File: src/design/if_pkg.sv
`default_nettype none

package if_pkg;

  ////////////////////////////////////////
  // Widths
  ////////////////////////////////////////

  // Data and address width
  localparam int unsigned XLEN     = 32;
  // mtvec base field, placed at bit 7 of a trap target
  localparam int unsigned MTVEC_W  = 25;
  // Interrupt index for vectored traps
  localparam int unsigned IRQ_ID_W = 5;

  ////////////////////////////////////////
  // Redirect sources
  ////////////////////////////////////////

  typedef enum logic [2:0] {
    PC_BOOT     = 3'd0,
    PC_JUMP     = 3'd1,
    PC_BRANCH   = 3'd2,
    PC_MRET     = 3'd3,
    PC_TRAP_EXC = 3'd4,
    PC_TRAP_IRQ = 3'd5
  } pc_src_e;

  // Fetch word as seen by the aligner
  // half[0] is the low halfword, half[1] the high one
  typedef union packed {
    logic [XLEN-1:0]  word;
    logic [1:0][15:0] half;
  } fetch_word_u;

  ////////////////////////////////////////
  // RVC subset
  ////////////////////////////////////////

  // Quadrants
  localparam logic [1:0] C_Q1 = 2'b01;
  localparam logic [1:0] C_Q2 = 2'b10;

  // funct3 in bits 15:13
  localparam logic [2:0] F3_C_ADDI   = 3'b000;
  localparam logic [2:0] F3_C_LI     = 3'b010;
  localparam logic [2:0] F3_C_J      = 3'b101;
  // C.MV and C.ADD share funct3, bit 12 tells them apart
  localparam logic [2:0] F3_C_MV_ADD = 3'b100;

  // Base opcodes of the expanded forms
  localparam logic [6:0] OPC_OP      = 7'b0110011;
  localparam logic [6:0] OPC_OP_IMM  = 7'b0010011;
  localparam logic [6:0] OPC_JAL     = 7'b1101111;

endpackage

`default_nettype wire

File: src/design/if_pc_mux.sv
`timescale 1ns/1ns
`default_nettype none

module if_pc_mux import if_pkg::*; (
  // Source of the redirect
  input  pc_src_e               pc_src_i,

  // Candidate targets
  input  logic [XLEN-1:0]       boot_addr_i,
  input  logic [XLEN-1:0]       jump_target_i,
  input  logic [XLEN-1:0]       branch_target_i,
  input  logic [XLEN-1:0]       mepc_i,
  input  logic [MTVEC_W-1:0]    mtvec_addr_i,
  input  logic [IRQ_ID_W-1:0]   irq_id_i,

  // Selected target
  output logic [XLEN-1:0]       target_o
);

  logic [XLEN-1:0] target_n;

  always_comb begin
    // Boot as fallback
    target_n = {boot_addr_i[XLEN-1:2], 2'b00};
    case (pc_src_i)
      // Boot address forced to a word
      PC_BOOT:     target_n = {boot_addr_i[XLEN-1:2], 2'b00};
      PC_JUMP:     target_n = jump_target_i;
      PC_BRANCH:   target_n = branch_target_i;
      // Return to the interrupted instruction
      PC_MRET:     target_n = mepc_i;
      // All exceptions share the mtvec base
      PC_TRAP_EXC: target_n = {mtvec_addr_i, 7'h00};
      // Vectored mode, base + 4 * index
      PC_TRAP_IRQ: target_n = {mtvec_addr_i, irq_id_i, 2'b00};
      default:     target_n = {boot_addr_i[XLEN-1:2], 2'b00};
    endcase
  end

  // Instructions are at least halfword aligned
  assign target_o = {target_n[XLEN-1:1], 1'b0};

endmodule

`default_nettype wire

File: src/design/if_prefetch_unit.sv
`timescale 1ns/1ns
`default_nettype none

module if_prefetch_unit import if_pkg::*; #(
  parameter int unsigned MAX_OUTSTANDING = 2
) (
  input  logic            clk,
  input  logic            rst_n,

  // Redirect
  input  logic            pc_set_i,
  input  logic [XLEN-1:0] target_i,

  // Instruction bus
  output logic            instr_req_o,
  output logic [XLEN-1:0] instr_addr_o,
  input  logic            instr_gnt_i,
  input  logic            instr_rvalid_i,
  input  logic [XLEN-1:0] instr_rdata_i,
  input  logic            instr_err_i,

  // Words towards the aligner
  output logic            word_valid_o,
  output fetch_word_u     word_o,
  output logic            word_err_o,
  output logic [XLEN-1:0] word_addr_o,
  input  logic            word_ready_i
);

  // One spare entry so a full pipe of requests never stalls the buffer
  localparam int unsigned DEPTH = MAX_OUTSTANDING + 1;
  localparam int unsigned PTR_W = $clog2(DEPTH);
  localparam int unsigned CNT_W = $clog2(DEPTH + 1);

  logic              fetch_en_q;
  logic [XLEN-1:0]   req_addr_q;
  logic [XLEN-1:0]   rsp_addr_q;
  logic [CNT_W-1:0]  inflight_q;
  logic [CNT_W-1:0]  inflight_n;
  logic [CNT_W-1:0]  discard_q;
  logic [CNT_W-1:0]  fill_q;
  logic [PTR_W-1:0]  wr_ptr_q;
  logic [PTR_W-1:0]  rd_ptr_q;
  logic [CNT_W:0]    credit_used;
  logic              req_acc;
  logic              push;
  logic              pop;

  // Response buffer
  fetch_word_u       fifo_data [DEPTH];
  logic              fifo_err  [DEPTH];
  logic [XLEN-1:0]   fifo_addr [DEPTH];

  function automatic logic [PTR_W-1:0] ptr_inc(input logic [PTR_W-1:0] ptr);
    return (ptr == PTR_W'(DEPTH - 1)) ? '0 : ptr + 1'b1;
  endfunction

  ////////////////////////////////////////
  // Request side
  ////////////////////////////////////////

  // Every request in flight and every stored word holds one credit
  assign credit_used = {1'b0, inflight_q} + {1'b0, fill_q};

  // Idle until the first redirect
  assign instr_req_o  = fetch_en_q
                        && (credit_used < (CNT_W + 1)'(DEPTH))
                        && (inflight_q < CNT_W'(MAX_OUTSTANDING));
  assign instr_addr_o = req_addr_q;
  assign req_acc      = instr_req_o && instr_gnt_i;

  ////////////////////////////////////////
  // Response side
  ////////////////////////////////////////

  // Responses owed to requests from before a redirect are dropped
  assign push = instr_rvalid_i && (discard_q == '0) && !pc_set_i;
  assign pop  = word_valid_o && word_ready_i;

  assign inflight_n = inflight_q + CNT_W'(req_acc) - CNT_W'(instr_rvalid_i);

  always_ff @(posedge clk or negedge rst_n) begin
    if (!rst_n) begin
      fetch_en_q <= 1'b0;
      req_addr_q <= '0;
      rsp_addr_q <= '0;
      inflight_q <= '0;
      discard_q  <= '0;
      fill_q     <= '0;
      wr_ptr_q   <= '0;
      rd_ptr_q   <= '0;
    end else begin
      inflight_q <= inflight_n;
      if (pc_set_i) begin
        fetch_en_q <= 1'b1;
        req_addr_q <= {target_i[XLEN-1:2], 2'b00};
        rsp_addr_q <= {target_i[XLEN-1:2], 2'b00};
        // Everything still on the bus is stale now
        discard_q  <= inflight_n;
        fill_q     <= '0;
        wr_ptr_q   <= '0;
        rd_ptr_q   <= '0;
      end else begin
        if (req_acc) begin
          req_addr_q <= req_addr_q + XLEN'(4);
        end
        if (instr_rvalid_i && (discard_q != '0)) begin
          discard_q <= discard_q - 1'b1;
        end
        if (push) begin
          // Responses are in order, so the address just counts up
          rsp_addr_q <= rsp_addr_q + XLEN'(4);
          wr_ptr_q   <= ptr_inc(wr_ptr_q);
        end
        if (pop) begin
          rd_ptr_q <= ptr_inc(rd_ptr_q);
        end
        fill_q <= fill_q + CNT_W'(push) - CNT_W'(pop);
      end
    end
  end

  // Buffer storage
  always_ff @(posedge clk) begin
    if (push) begin
      fifo_data[wr_ptr_q].word <= instr_rdata_i;
      fifo_err[wr_ptr_q]       <= instr_err_i;
      fifo_addr[wr_ptr_q]      <= rsp_addr_q;
    end
  end

  // Head of the buffer
  assign word_valid_o = (fill_q != '0);
  assign word_o       = fifo_data[rd_ptr_q];
  assign word_err_o   = fifo_err[rd_ptr_q];
  assign word_addr_o  = fifo_addr[rd_ptr_q];

endmodule

`default_nettype wire

File: src/design/if_aligner.sv
`timescale 1ns/1ns
`default_nettype none

module if_aligner import if_pkg::*; (
  input  logic            clk,
  input  logic            rst_n,

  // Redirect
  input  logic            pc_set_i,
  input  logic [XLEN-1:0] target_i,

  // Words from the prefetch buffer
  input  logic            word_valid_i,
  input  fetch_word_u     word_i,
  input  logic            word_err_i,
  output logic            word_ready_o,

  // Whole instructions
  output logic            instr_valid_o,
  output logic [XLEN-1:0] instr_o,
  output logic [XLEN-1:0] pc_o,
  output logic            err_o,
  input  logic            ready_i
);

  logic [XLEN-1:0] pc_q;
  logic            resid_valid_q;
  logic [15:0]     resid_q;
  logic            resid_err_q;
  logic            skip_low_q;

  logic            valid_raw;
  logic            is_32;
  logic            keep_hi;
  logic            uses_word;
  logic            drop_word;
  logic            take;

  always_comb begin
    valid_raw = 1'b0;
    instr_o   = word_i.word;
    err_o     = word_err_i;
    is_32     = 1'b0;
    keep_hi   = 1'b0;
    uses_word = 1'b0;
    drop_word = 1'b0;
    if (resid_valid_q) begin
      if (resid_q[1:0] != 2'b11) begin
        // Residue is a whole compressed instruction
        valid_raw = 1'b1;
        instr_o   = {16'h0000, resid_q};
        err_o     = resid_err_q;
      end else begin
        // Residue is the low part of a straddling instruction
        valid_raw = word_valid_i;
        instr_o   = {word_i.half[0], resid_q};
        err_o     = resid_err_q | word_err_i;
        is_32     = 1'b1;
        uses_word = 1'b1;
        keep_hi   = 1'b1;
      end
    end else if (skip_low_q) begin
      // First word after a halfword aligned redirect
      if (word_i.half[1][1:0] != 2'b11) begin
        valid_raw = word_valid_i;
        instr_o   = {16'h0000, word_i.half[1]};
        uses_word = 1'b1;
      end else begin
        // Only the start of a 32-bit one, park it as residue
        drop_word = word_valid_i;
        keep_hi   = 1'b1;
      end
    end else if (word_i.half[0][1:0] != 2'b11) begin
      // Compressed in the low half, high half stays behind
      valid_raw = word_valid_i;
      instr_o   = {16'h0000, word_i.half[0]};
      uses_word = 1'b1;
      keep_hi   = 1'b1;
    end else begin
      // Aligned 32-bit instruction
      valid_raw = word_valid_i;
      is_32     = 1'b1;
      uses_word = 1'b1;
    end
  end

  // Nothing leaves in the cycle of a redirect
  assign instr_valid_o = valid_raw && !pc_set_i;
  assign take          = instr_valid_o && ready_i;
  assign word_ready_o  = (uses_word && take) || drop_word;
  assign pc_o          = pc_q;

  always_ff @(posedge clk or negedge rst_n) begin
    if (!rst_n) begin
      pc_q          <= '0;
      resid_valid_q <= 1'b0;
      skip_low_q    <= 1'b0;
    end else if (pc_set_i) begin
      pc_q          <= {target_i[XLEN-1:1], 1'b0};
      resid_valid_q <= 1'b0;
      skip_low_q    <= target_i[1];
    end else begin
      if (take) begin
        pc_q <= pc_q + (is_32 ? XLEN'(4) : XLEN'(2));
      end
      if (word_valid_i && word_ready_o) begin
        resid_valid_q <= keep_hi;
        skip_low_q    <= 1'b0;
      end else if (take) begin
        // Compressed residue used up
        resid_valid_q <= 1'b0;
      end
    end
  end

  // Residue halfword and its error flag
  always_ff @(posedge clk) begin
    if (word_valid_i && word_ready_o && keep_hi) begin
      resid_q     <= word_i.half[1];
      resid_err_q <= word_err_i;
    end
  end

endmodule

`default_nettype wire

File: src/design/if_compressed_decoder.sv
`timescale 1ns/1ns
`default_nettype none

module if_compressed_decoder import if_pkg::*; (
  input  logic [XLEN-1:0] instr_i,
  output logic [XLEN-1:0] instr_o,
  output logic            compressed_o,
  output logic            illegal_o
);

  logic [15:0] c_instr;
  logic [4:0]  rd;
  logic [4:0]  rs2;
  logic [11:0] imm_i;
  logic [20:0] imm_j;

  assign c_instr = instr_i[15:0];
  assign rd      = c_instr[11:7];
  assign rs2     = c_instr[6:2];

  // 6-bit immediate of C.ADDI and C.LI, sign extended
  assign imm_i = {{6{c_instr[12]}}, c_instr[12], c_instr[6:2]};

  // C.J offset, scrambled in bits 12:2
  assign imm_j = {{10{c_instr[12]}}, c_instr[8], c_instr[10:9], c_instr[6],
                  c_instr[7], c_instr[2], c_instr[11], c_instr[5:3], 1'b0};

  // Anything not ending in 11 is a 16-bit encoding
  assign compressed_o = (c_instr[1:0] != 2'b11);

  always_comb begin
    instr_o   = instr_i;
    illegal_o = 1'b0;
    if (compressed_o) begin
      // Unsupported by default, halfword passed zero extended
      instr_o   = {16'h0000, c_instr};
      illegal_o = 1'b1;
      case (c_instr[1:0])
        C_Q1: begin
          case (c_instr[15:13])
            // addi rd, rd, imm
            F3_C_ADDI: begin
              instr_o   = {imm_i, rd, 3'b000, rd, OPC_OP_IMM};
              illegal_o = 1'b0;
            end
            // addi rd, x0, imm
            F3_C_LI: begin
              instr_o   = {imm_i, 5'd0, 3'b000, rd, OPC_OP_IMM};
              illegal_o = 1'b0;
            end
            // jal x0, offset
            F3_C_J: begin
              instr_o   = {imm_j[20], imm_j[10:1], imm_j[11], imm_j[19:12], 5'd0, OPC_JAL};
              illegal_o = 1'b0;
            end
            default: ;
          endcase
        end
        C_Q2: begin
          // rs2 of zero is C.JR, C.JALR or C.EBREAK, not in the subset
          if ((c_instr[15:13] == F3_C_MV_ADD) && (rs2 != 5'd0)) begin
            illegal_o = 1'b0;
            if (c_instr[12]) begin
              // add rd, rd, rs2
              instr_o = {7'd0, rs2, rd, 3'b000, rd, OPC_OP};
            end else begin
              // add rd, x0, rs2
              instr_o = {7'd0, rs2, 5'd0, 3'b000, rd, OPC_OP};
            end
          end
        end
        default: ;
      endcase
    end
  end

endmodule

`default_nettype wire

File: src/design/if_stage.sv
`timescale 1ns/1ns
`default_nettype none

module if_stage import if_pkg::*; #(
  parameter int unsigned MAX_OUTSTANDING = 2
) (
  input  logic                  clk,
  input  logic                  rst_n,

  // Redirect control and targets
  input  logic                  pc_set_i,
  input  pc_src_e               pc_src_i,
  input  logic [XLEN-1:0]       boot_addr_i,
  input  logic [XLEN-1:0]       jump_target_i,
  input  logic [XLEN-1:0]       branch_target_i,
  input  logic [XLEN-1:0]       mepc_i,
  input  logic [MTVEC_W-1:0]    mtvec_addr_i,
  input  logic [IRQ_ID_W-1:0]   irq_id_i,

  // Instruction bus
  output logic                  instr_req_o,
  output logic [XLEN-1:0]       instr_addr_o,
  input  logic                  instr_gnt_i,
  input  logic                  instr_rvalid_i,
  input  logic [XLEN-1:0]       instr_rdata_i,
  input  logic                  instr_err_i,

  // IF/ID register
  input  logic                  id_ready_i,
  output logic                  instr_valid_o,
  output logic [XLEN-1:0]       instr_o,
  output logic [XLEN-1:0]       pc_o,
  output logic                  compressed_o,
  output logic                  illegal_c_o,
  output logic                  bus_err_o,

  // mtvec init request towards the CSRs
  output logic                  csr_mtvec_init_o
);

  logic [XLEN-1:0] target;
  logic            word_valid;
  fetch_word_u     word;
  logic            word_err;
  logic            word_ready;
  logic            al_valid;
  logic [XLEN-1:0] al_instr;
  logic [XLEN-1:0] al_pc;
  logic            al_err;
  logic [XLEN-1:0] dec_instr;
  logic            dec_compressed;
  logic            dec_illegal;

  if_pc_mux pc_mux_i (
    .pc_src_i        (pc_src_i),
    .boot_addr_i     (boot_addr_i),
    .jump_target_i   (jump_target_i),
    .branch_target_i (branch_target_i),
    .mepc_i          (mepc_i),
    .mtvec_addr_i    (mtvec_addr_i),
    .irq_id_i        (irq_id_i),
    .target_o        (target)
  );

  // Boot redirect also initializes mtvec
  assign csr_mtvec_init_o = pc_set_i && (pc_src_i == PC_BOOT);

  if_prefetch_unit #(
    .MAX_OUTSTANDING (MAX_OUTSTANDING)
  ) prefetch_unit_i (
    .clk            (clk),
    .rst_n          (rst_n),
    .pc_set_i       (pc_set_i),
    .target_i       (target),
    .instr_req_o    (instr_req_o),
    .instr_addr_o   (instr_addr_o),
    .instr_gnt_i    (instr_gnt_i),
    .instr_rvalid_i (instr_rvalid_i),
    .instr_rdata_i  (instr_rdata_i),
    .instr_err_i    (instr_err_i),
    .word_valid_o   (word_valid),
    .word_o         (word),
    .word_err_o     (word_err),
    .word_addr_o    (),
    .word_ready_i   (word_ready)
  );

  if_aligner aligner_i (
    .clk           (clk),
    .rst_n         (rst_n),
    .pc_set_i      (pc_set_i),
    .target_i      (target),
    .word_valid_i  (word_valid),
    .word_i        (word),
    .word_err_i    (word_err),
    .word_ready_o  (word_ready),
    .instr_valid_o (al_valid),
    .instr_o       (al_instr),
    .pc_o          (al_pc),
    .err_o         (al_err),
    .ready_i       (id_ready_i)
  );

  if_compressed_decoder compressed_decoder_i (
    .instr_i      (al_instr),
    .instr_o      (dec_instr),
    .compressed_o (dec_compressed),
    .illegal_o    (dec_illegal)
  );

  ////////////////////////////////////////
  // IF/ID register
  ////////////////////////////////////////

  // Frozen while decode stalls, emptied by a redirect
  always_ff @(posedge clk or negedge rst_n) begin
    if (!rst_n) begin
      instr_valid_o <= 1'b0;
    end else if (pc_set_i) begin
      instr_valid_o <= 1'b0;
    end else if (id_ready_i) begin
      instr_valid_o <= al_valid;
    end
  end

  always_ff @(posedge clk) begin
    if (al_valid && id_ready_i) begin
      instr_o      <= dec_instr;
      pc_o         <= al_pc;
      compressed_o <= dec_compressed;
      illegal_c_o  <= dec_illegal;
      bus_err_o    <= al_err;
    end
  end

endmodule

`default_nettype wire

File: config.mk
export PLATFORM = sky130hd
export DESIGN_NAME = if_stage
export DESIGN_NICKNAME = d
export VERILOG_FILES = /design/src/design/if_pkg.sv /design/src/design/if_pc_mux.sv /design/src/design/if_prefetch_unit.sv /design/src/design/if_aligner.sv /design/src/design/if_compressed_decoder.sv /design/src/design/if_stage.sv
export SDC_FILE = /design/constraint.sdc
export NUM_CORES = 1
export LEC_CHECK = 0
export BUFFER_PORTS_ARGS = -buffer_cell sky130_fd_sc_hd__buf_2
export CAP_MARGIN = 10
export CELL_PAD_IN_SITES_DETAIL_PLACEMENT = 1
export CELL_PAD_IN_SITES_GLOBAL_PLACEMENT = 1
export CORE_UTILIZATION = 42
export DETAILED_ROUTE_END_ITERATION = 16
export PLACE_DENSITY_LB_ADDON = 0.05
export RECOVER_POWER = 50
export SYNTH_ARGS = -nofsm -noshare
export SYNTH_HDL_FRONTEND = slang
export SYNTH_SLANG_ARGS = --single-unit
File: constraint.sdc
create_clock -name clk -period 6.19 [get_ports clk]
set_clock_uncertainty 0.05 [all_clocks]
set_input_delay 1.238 -clock clk [delete_from_list [all_inputs] [get_ports clk]]
set_output_delay 1.238 -clock clk [all_outputs]
set_load 0.01 [all_outputs]
==> results of run 1 <==
[final timing paths]
check | from | end | slack [ns] | cells after the start
worst min register to register | prefetch_unit_i.fetch_en_q$_DFFE_PN0P_ | prefetch_unit_i.fetch_en_q$_DFFE_PN0P_ | 0.42 | 1
max in group asynchronous | rst_n | prefetch_unit_i.rd_ptr_q[0]$_DFFE_PN0P_ | 1.58 | 2
worst min-delay path | prefetch_unit_i.fetch_en_q$_DFFE_PN0P_ | prefetch_unit_i.fetch_en_q$_DFFE_PN0P_ | 0.42 | 1
worst max-delay path | prefetch_unit_i.rd_ptr_q[0]$_DFFE_PN0P_ | instr_o[4]$_DFFE_PP_ | 0.98 | 11
min in group asynchronous | rst_n | aligner_i.pc_o[16]$_DFFE_PN0N_ | 1.01 | 1
worst max register to register | prefetch_unit_i.rd_ptr_q[0]$_DFFE_PN0P_ | instr_o[4]$_DFFE_PP_ | 0.98 | 11
[cell type report]
type                       count  share of cell area [%]
tap                          396                   3.160
timing repair buffer         309                   9.129
antenna                        2                 0.03192
clock buffer                  34                   4.748
inverter                      42                   1.029
clock inverter                18                   1.564
sequential                   257                   46.83
multi-input combinational    843                   33.51
[critical path: stages (launching register included)]
cell      delay, ns
dfrtp_1        0.95
buf_4          0.48
mux2i_1        0.24
o21a_1         0.20
a221oi_1       0.13
a21oi_1        0.35
inv_1          0.12
ha_1           0.50
or2_2          0.49
nor2_1         0.28
a21boi_0       0.89
o21ai_0        0.23
[sequential cells by signal, indices dropped and copies added (netlist names), 3 cells and up]
signal	flops
prefetch_unit_i.fifo_data	96
instr_o	32
prefetch_unit_i.fifo_err	3
prefetch_unit_i.instr_addr_o	30
aligner_i.pc_o	31
pc_o	31
aligner_i.resid_q	16
[power by group]
group	switching [mW]	internal (mW)	leakage (nW)
Combinational	0.769	0.421	2.99
Clock	0.684	1.10	0.482
Sequential	0.131	2.06	2.59
Total	1.58	3.59	6.07
[cells in the mapped netlist (all sizes together), types with 2 or more instances]
cell type | count | area, um2
a211oi | 10 | 75.07
a21boi | 4 | 33.78
a21o | 3 | 22.52
a21oi | 119 | 599.3
a221oi | 11 | 132.6
a22o | 7 | 61.31
a22oi | 33 | 247.7
a31oi | 5 | 31.28
a41o | 3 | 30.03
and2 | 15 | 93.84
and3 | 17 | 106.4
and4 | 5 | 43.79
buf | 27 | 162.7
clkbuf | 50 | 187.7
dfrtp | 75 | 1877
edfxtp | 182 | 5465
fa | 2 | 40.04
ha | 12 | 150.1
inv | 42 | 160.1
mux2 | 31 | 356.6
mux2i | 55 | 579.3
nand2 | 130 | 488.0
nand2b | 5 | 31.28
nand3 | 36 | 180.2
nand4 | 13 | 87.58
nor2 | 111 | 416.7
nor2b | 13 | 81.33
nor3 | 15 | 75.07
nor4b | 2 | 17.52
o211ai | 6 | 45.04
o21a | 9 | 67.56
o21ai | 79 | 395.4
o221ai | 4 | 35.03
o22a | 8 | 70.07
o22ai | 18 | 118.9
o2bb2ai | 2 | 17.52
o31ai | 2 | 15.01
o32ai | 5 | 43.79
or2 | 3 | 18.77
or3 | 4 | 30.03
xnor2 | 14 | 122.6
xor2 | 19 | 166.4
[layer usage]
layer | wire [um] | global-route usage (%) | vias up
met4 | 712 | 5.297 | 0
met5 | 0 | 0 | -
met1 | 20000 | 38.56 | 5326
li1 | - | - | 5002
met3 | 1918 | 3.836 | 60
met2 | 18500 | 38.70 | 286
[metrics by stage]
| step | utilization, % | worst slack (ns) | hold WS, ns | power, mW |
|---|---|---|---|---|
| 6_report | 51.26 | 0.9823 | 0.4187 | 5.170 |
| 5_1_grt | 51.25 | 0.5695 | 0.4456 | 5.413 |
| 4_1_cts | 51.78 | 1.295 | 0.4208 | 5.225 |
| 3_5_place_dp | 48.55 | 1.301 | 0.4033 | 3.423 |
| 3_3_place_gp | 48.55 | 1.426 | 0.4034 | 3.380 |
| 2_1_floorplan | - | 0.6684 | 0.3872 | 2.964 |
[kinds of logic (layout without fill, tap and decap cells)]
kind of cell    Yosys count  after routing  share of synthesized area (%)
other cells               1              5                        0.02866
fa+ha+maj                14             14                          1.454
mux                      86             86                          7.153
flops                   257            257                          56.12
simple gates            374            374                          13.11
xor+xnor                 33             33                          2.209
compound gates          333            333                          16.03
buf+inv                 119            403                          3.902
==> summary.txt, run 1 <==
Final layout
  – Share of layout cells above drive strength 1: a little under a fifth
  – Leading cell type in the layout, fill and taps excluded: edfxtp_1
  – Design area: around 0.016 mm2
  – Final-stage net count: between 1,500 and 2,000
  – Fill cells: about 3,500
  – Footprint of the multi-input gates: 0.005254 mm2
  – Syn-to-layout area delta: 19.83%
  – Storage element area: around 0.0073 mm2
  – Fin cells: between 1,500 and 2,000
  – Commonest cells after routing, fill and taps aside: edfxtp_1, buf_2, nand2_1, clkbuf_1, a21oi_1

Drt
  – Via density: approximately 5.6
  – Drt first pass iters: 7
  – Total routed wirelength: a little over 40,000 um
  – Drc violations: 0
  – DR vias: between 10,000 and 15,000
  – 1st-iter DRT viols: approximately 660
  – Wirelength per Cell: ~22 um
  – Post-DRT Antenna Nets: 0

Clock network
  – # hold bufs at CTS: 0
  – Max clock buf depth: 3
  – Clk slew on worst S/H paths: around 0.060 ns
  – Clock Latency Late Sink: 0.55 ns
  – Setup bufs post-CTS: 0
  – CTS tree: done
  – Post-CTS sizing: 0
  – Clock root cell: clkbuf_16
  – CTS H-tree depth: 1
  – Number of buffers created by CTS: 28
  – TritonCTS sink count: 257

Floorplanning
  – Chip width: 178.5 um
  – Die Y: ~180 um
  – I/O pin count: approximately 300
  – Die area: approximately 0.032 mm2
  – Rows: 64
  – Initial Utilization: 42.77%
  – Core region area: ~0.031 mm2

STA
  – Final setup fails: 0
  – Final Critical Period: around 5.2 ns
  – RSZ-0062 raised after global routing: no
  – Period utilisation layout: between 80% and 90%
  – Slew @ Worst Pin: approximately 3.0 ns
  – Worst slew margin: -97.02%
  – Final Hold Vio Count: 0
  – Fmax achieved: a little under 200 MHz
  – Max-slew violations: about 140
  – Total negative setup slack: 0 ns

Flow run
  – Number of max-cap violations: 3

Place
  – Post-DP Area: about 0.015 mm2
  – HPWL after DPL: roughly 30,000 um
  – I/O Buffers: 293
  – Placed insts: between 1,500 and 2,000
  – GP Congestion: about 0.88

Yosys
  – Post-Synthesis Cells: 1,217
  – Yosys reg bits: about 260
  – Synth warn: 0
  – Synthesized area: 0.01308 mm2
  – Netlist cell types: 70
  – Asr flop ratio synth: approximately 29%
  – Syn_area_per_cell: between 10 and 15 um2
  – Top_reg_cell synth: edfxtp_1
  – Register area share after synthesis: between 50% and 60%
  – Number of synthesized flops with an enable pin: 182

GRT
  – First-pass GRT wire length: 61,970 um
  – Largest net degree at the start of global routing: 57
  – GRT Resource Usage Total: 25.55%
  – Grt ovf: 0
  – Vias in the first global route: between 10,000 and 15,000
  – Initial antenna violation count: 1

Setup path
  – Worst EP required: 6.39 ns
  – Arrival time at the worst endpoint: around 5.4 ns
  – Startpoint types: register
  – Kind of end point of the critical path: register
  – CP max FO: 24
  – CP Class: register to register

Power
  – Pleak: 6.065 nW
  – VDD IR max: approximately 0.27 mV
  – PD cells: between 300 and 400 mW/mm2

Outcome
  – Violated checks: max-capacitance violations, max-slew violations
  – Status: finished with violations

Hold path
  – HP Class: register to register
No activity file was read; power rests on OpenSTA's default activity.
==> run 2, diff against run 1 <==
CORE_UTILIZATION = 38   (was 42)
clock period = 4.7 ns   (was 6.19 ns; I/O delays follow)
==> summary.txt, run 2 (synthesized netlist as in run 1, its figures left out) <==
Outcome
  – Status: finished with violations
  – Violated checks: max-capacitance violations, max-slew violations

Setup path
  – Kind of end point of the critical path: register
  – Startpoint types: register
  – CP Class: register to register
  – Arrival time at the worst endpoint: 4.32 ns (-1.08 ns)
  – Worst EP required: 5.05 ns (-1.34 ns)
  – CP max FO: 20 (-17%)

Drt
  – Total routed wirelength: 41,810 um (+1.7%)
  – DR vias: 10,660 (-0.10%)
  – Post-DRT Antenna Nets: 0 (unchanged)
  – Drc violations: 0 (unchanged)
  – Drt first pass iters: 5 (-2)
  – Wirelength per Cell: 21.25 um (-1.8%)
  – Via density: 5.418 (-3.5%)
  – 1st-iter DRT viols: 667 (+0.60%)

Flow run
  – Number of max-cap violations: 2 (-1)

Floorplanning
  – Chip width: 187.6 um (+5.1%)
  – Die Y: 187.6 um (+5.1%)
  – I/O pin count: 302 (unchanged)
  – Die area: 0.03518 mm2 (+10%)
  – Core region area: 0.03370 mm2 (+10%)
  – Initial Utilization: 38.82% (-3.9 points)
  – Rows: 67 (+4.7%)

STA
  – Final Hold Vio Count: 0 (unchanged)
  – Final setup fails: 0 (unchanged)
  – Max-slew violations: 89 (-34%)
  – RSZ-0062 raised after global routing: no
  – Fmax achieved: 251.9 MHz (+31%)
  – Worst slew margin: -116.4% (-19 points)
  – Slew @ Worst Pin: 3.247 ns (+0.2913 ns)
  – Period utilisation layout: 84.46% (+0.33 points)
  – Final Critical Period: 3.970 ns (-1.238 ns)

Clock network
  – Clk slew on worst S/H paths: 0.06 ns (about the same)
  – # hold bufs at CTS: 0 (unchanged)
  – Number of buffers created by CTS: 29 (+3.6%)
  – Clock root cell: clkbuf_16
  – Clock Latency Late Sink: 0.55 ns (about the same)
  – Post-CTS sizing: 0 (unchanged)
  – TritonCTS sink count: 257 (unchanged)
  – CTS tree: done
  – Max clock buf depth: 3 (unchanged)
  – CTS H-tree depth: 1 (unchanged)
  – Setup bufs post-CTS: 0 (unchanged)

Final layout
  – Largest register FFs: 96 (unchanged)
  – Syn-to-layout area delta: 21.10%
  – Share of layout cells above drive strength 1: 20.39% (+1.6 points)
  – Diode count: 0 (-2)
  – Fill cells: 3,803 (+10%)
  – Commonest cells after routing, fill and taps aside: edfxtp_1, buf_2, nand2_1, clkbuf_1, a21oi_1
  – Storage element area: 0.007343 mm2 (about the same)
  – Largest registers: prefetch_unit_i.fifo_data: 96 flops, instr_o: 32 flops
  – Leading cell type in the layout, fill and taps excluded: edfxtp_1
  – Final-stage net count: 1,711 (+0.94%)
  – Reg with most FFs: prefetch_unit_i.fifo_data
  – Footprint of the multi-input gates: 0.005255 mm2 (about the same)
  – Final core utilization: 47.01% (-4.2 points)

Power
  – Pleak: 6.129 nW (+1.1%)
  – Total Power: 6.768 mW (+31%)
  – VDD IR max: 0.3045 mV (+13%)
  – PD cells: 427.2 mW/mm2 (+30%)

GRT
  – GRT Resource Usage Total: 23.40% (-2.1 points)
  – Vias in the first global route: 10,840 (+2.6%)
  – Grt ovf: 0 (unchanged)
  – First-pass GRT wire length: 64,280 um (+3.7%)
  – Initial antenna violation count: 0 (-1)
  – Largest net degree at the start of global routing: 55 (-3.5%)

Place
  – HPWL after DPL: 31,110 um (+2.8%)
  – GP Congestion: 0.8537 (-2.9%)
  – I/O Buffers: 293 (unchanged)

Hold path
  – HP Class: register to register
[run 2: path summary, 6_finish.rpt]
kind | startpoint | to | slack, ns | cells after the start
worst max-delay path | prefetch_unit_i.rd_ptr_q[1]$_DFFE_PN0P_ | aligner_i.pc_o[31]$_DFFE_PN0N_ | 0.73 | 16
worst min-delay path | aligner_i.pc_o[31]$_DFFE_PN0N_ | pc_o[31]$_DFFE_PP_ | 0.42 | 0
worst max register to register | prefetch_unit_i.rd_ptr_q[1]$_DFFE_PN0P_ | aligner_i.pc_o[31]$_DFFE_PN0N_ | 0.73 | 16
worst min register to register | aligner_i.pc_o[31]$_DFFE_PN0N_ | pc_o[31]$_DFFE_PP_ | 0.42 | 0
max in group asynchronous | rst_n | prefetch_unit_i.rd_ptr_q[0]$_DFFE_PN0P_ | 1.06 | 1
min in group asynchronous | rst_n | prefetch_unit_i.instr_addr_o[19]$_DFFE_PN0N_ | 1.41 | 1
[run 2: layer usage]
metal  wire, um  up-vias  share of wire [%]  GRT usage (%)
li1           -     5041                  -              -
met5          0        -                  0              0
met1      20350     5267                 49          35.28
met3       2026       51                4.8          2.938
met2      18500      304                 44          35.85
met4        944        0                2.3          5.034
[run 2: worst max-delay path, cell delays in order, from the launching register on]
cell	delay, ns
dfrtp_1	0.80
nor2_1	0.12
a21oi_1	0.39
nor3_1	0.14
nor2_1	0.16
nor2_1	0.09
inv_1	0.13
ha_1	0.17
inv_1	0.05
fa_1	0.39
nor2_1	0.14
buf_4	0.17
and3_1	0.27
and4_1	0.36
nand4_1	0.14
xor2_1	0.17
o21ai_1	0.08
[run 2: area by class of cell]
type / instances / area share (%)
clock inverter: 16 / 1.106
inverter: 42 / 1.019
timing repair buffer: 324 / 9.777
sequential: 257 / 46.35
tap: 448 / 3.538
multi-input combinational: 843 / 33.17
clock buffer: 38 / 5.046
[run 2: through the flow]
stage / cells / instance area [um2] / hold WS, ns / setup WS [ns] / setup TNS (ns)
after floorplan: 1219 / 13090 / 0.3872 / -0.5236 / -42.27
after global placement: 1914 / 15030 / 0.4108 / 0.9143 / 0
after detailed placement: 1914 / 15030 / 0.4113 / 0.8026 / 0
after CTS: 1968 / 16000 / 0.4231 / 0.7503 / 0
after global routing: 1968 / 15840 / 0.4431 / 0.3227 / 0
final: 1968 / 15840 / 0.4207 / 0.7305 / 0
[run 2: power breakdown]
group | leakage, nW | internal, mW | switching, mW
registers | 2.59 | 2.72 | 0.158
logic | 3.08 | 0.584 | 1.03
clock network | 0.459 | 1.36 | 0.915
total | 6.13 | 4.66 | 2.11
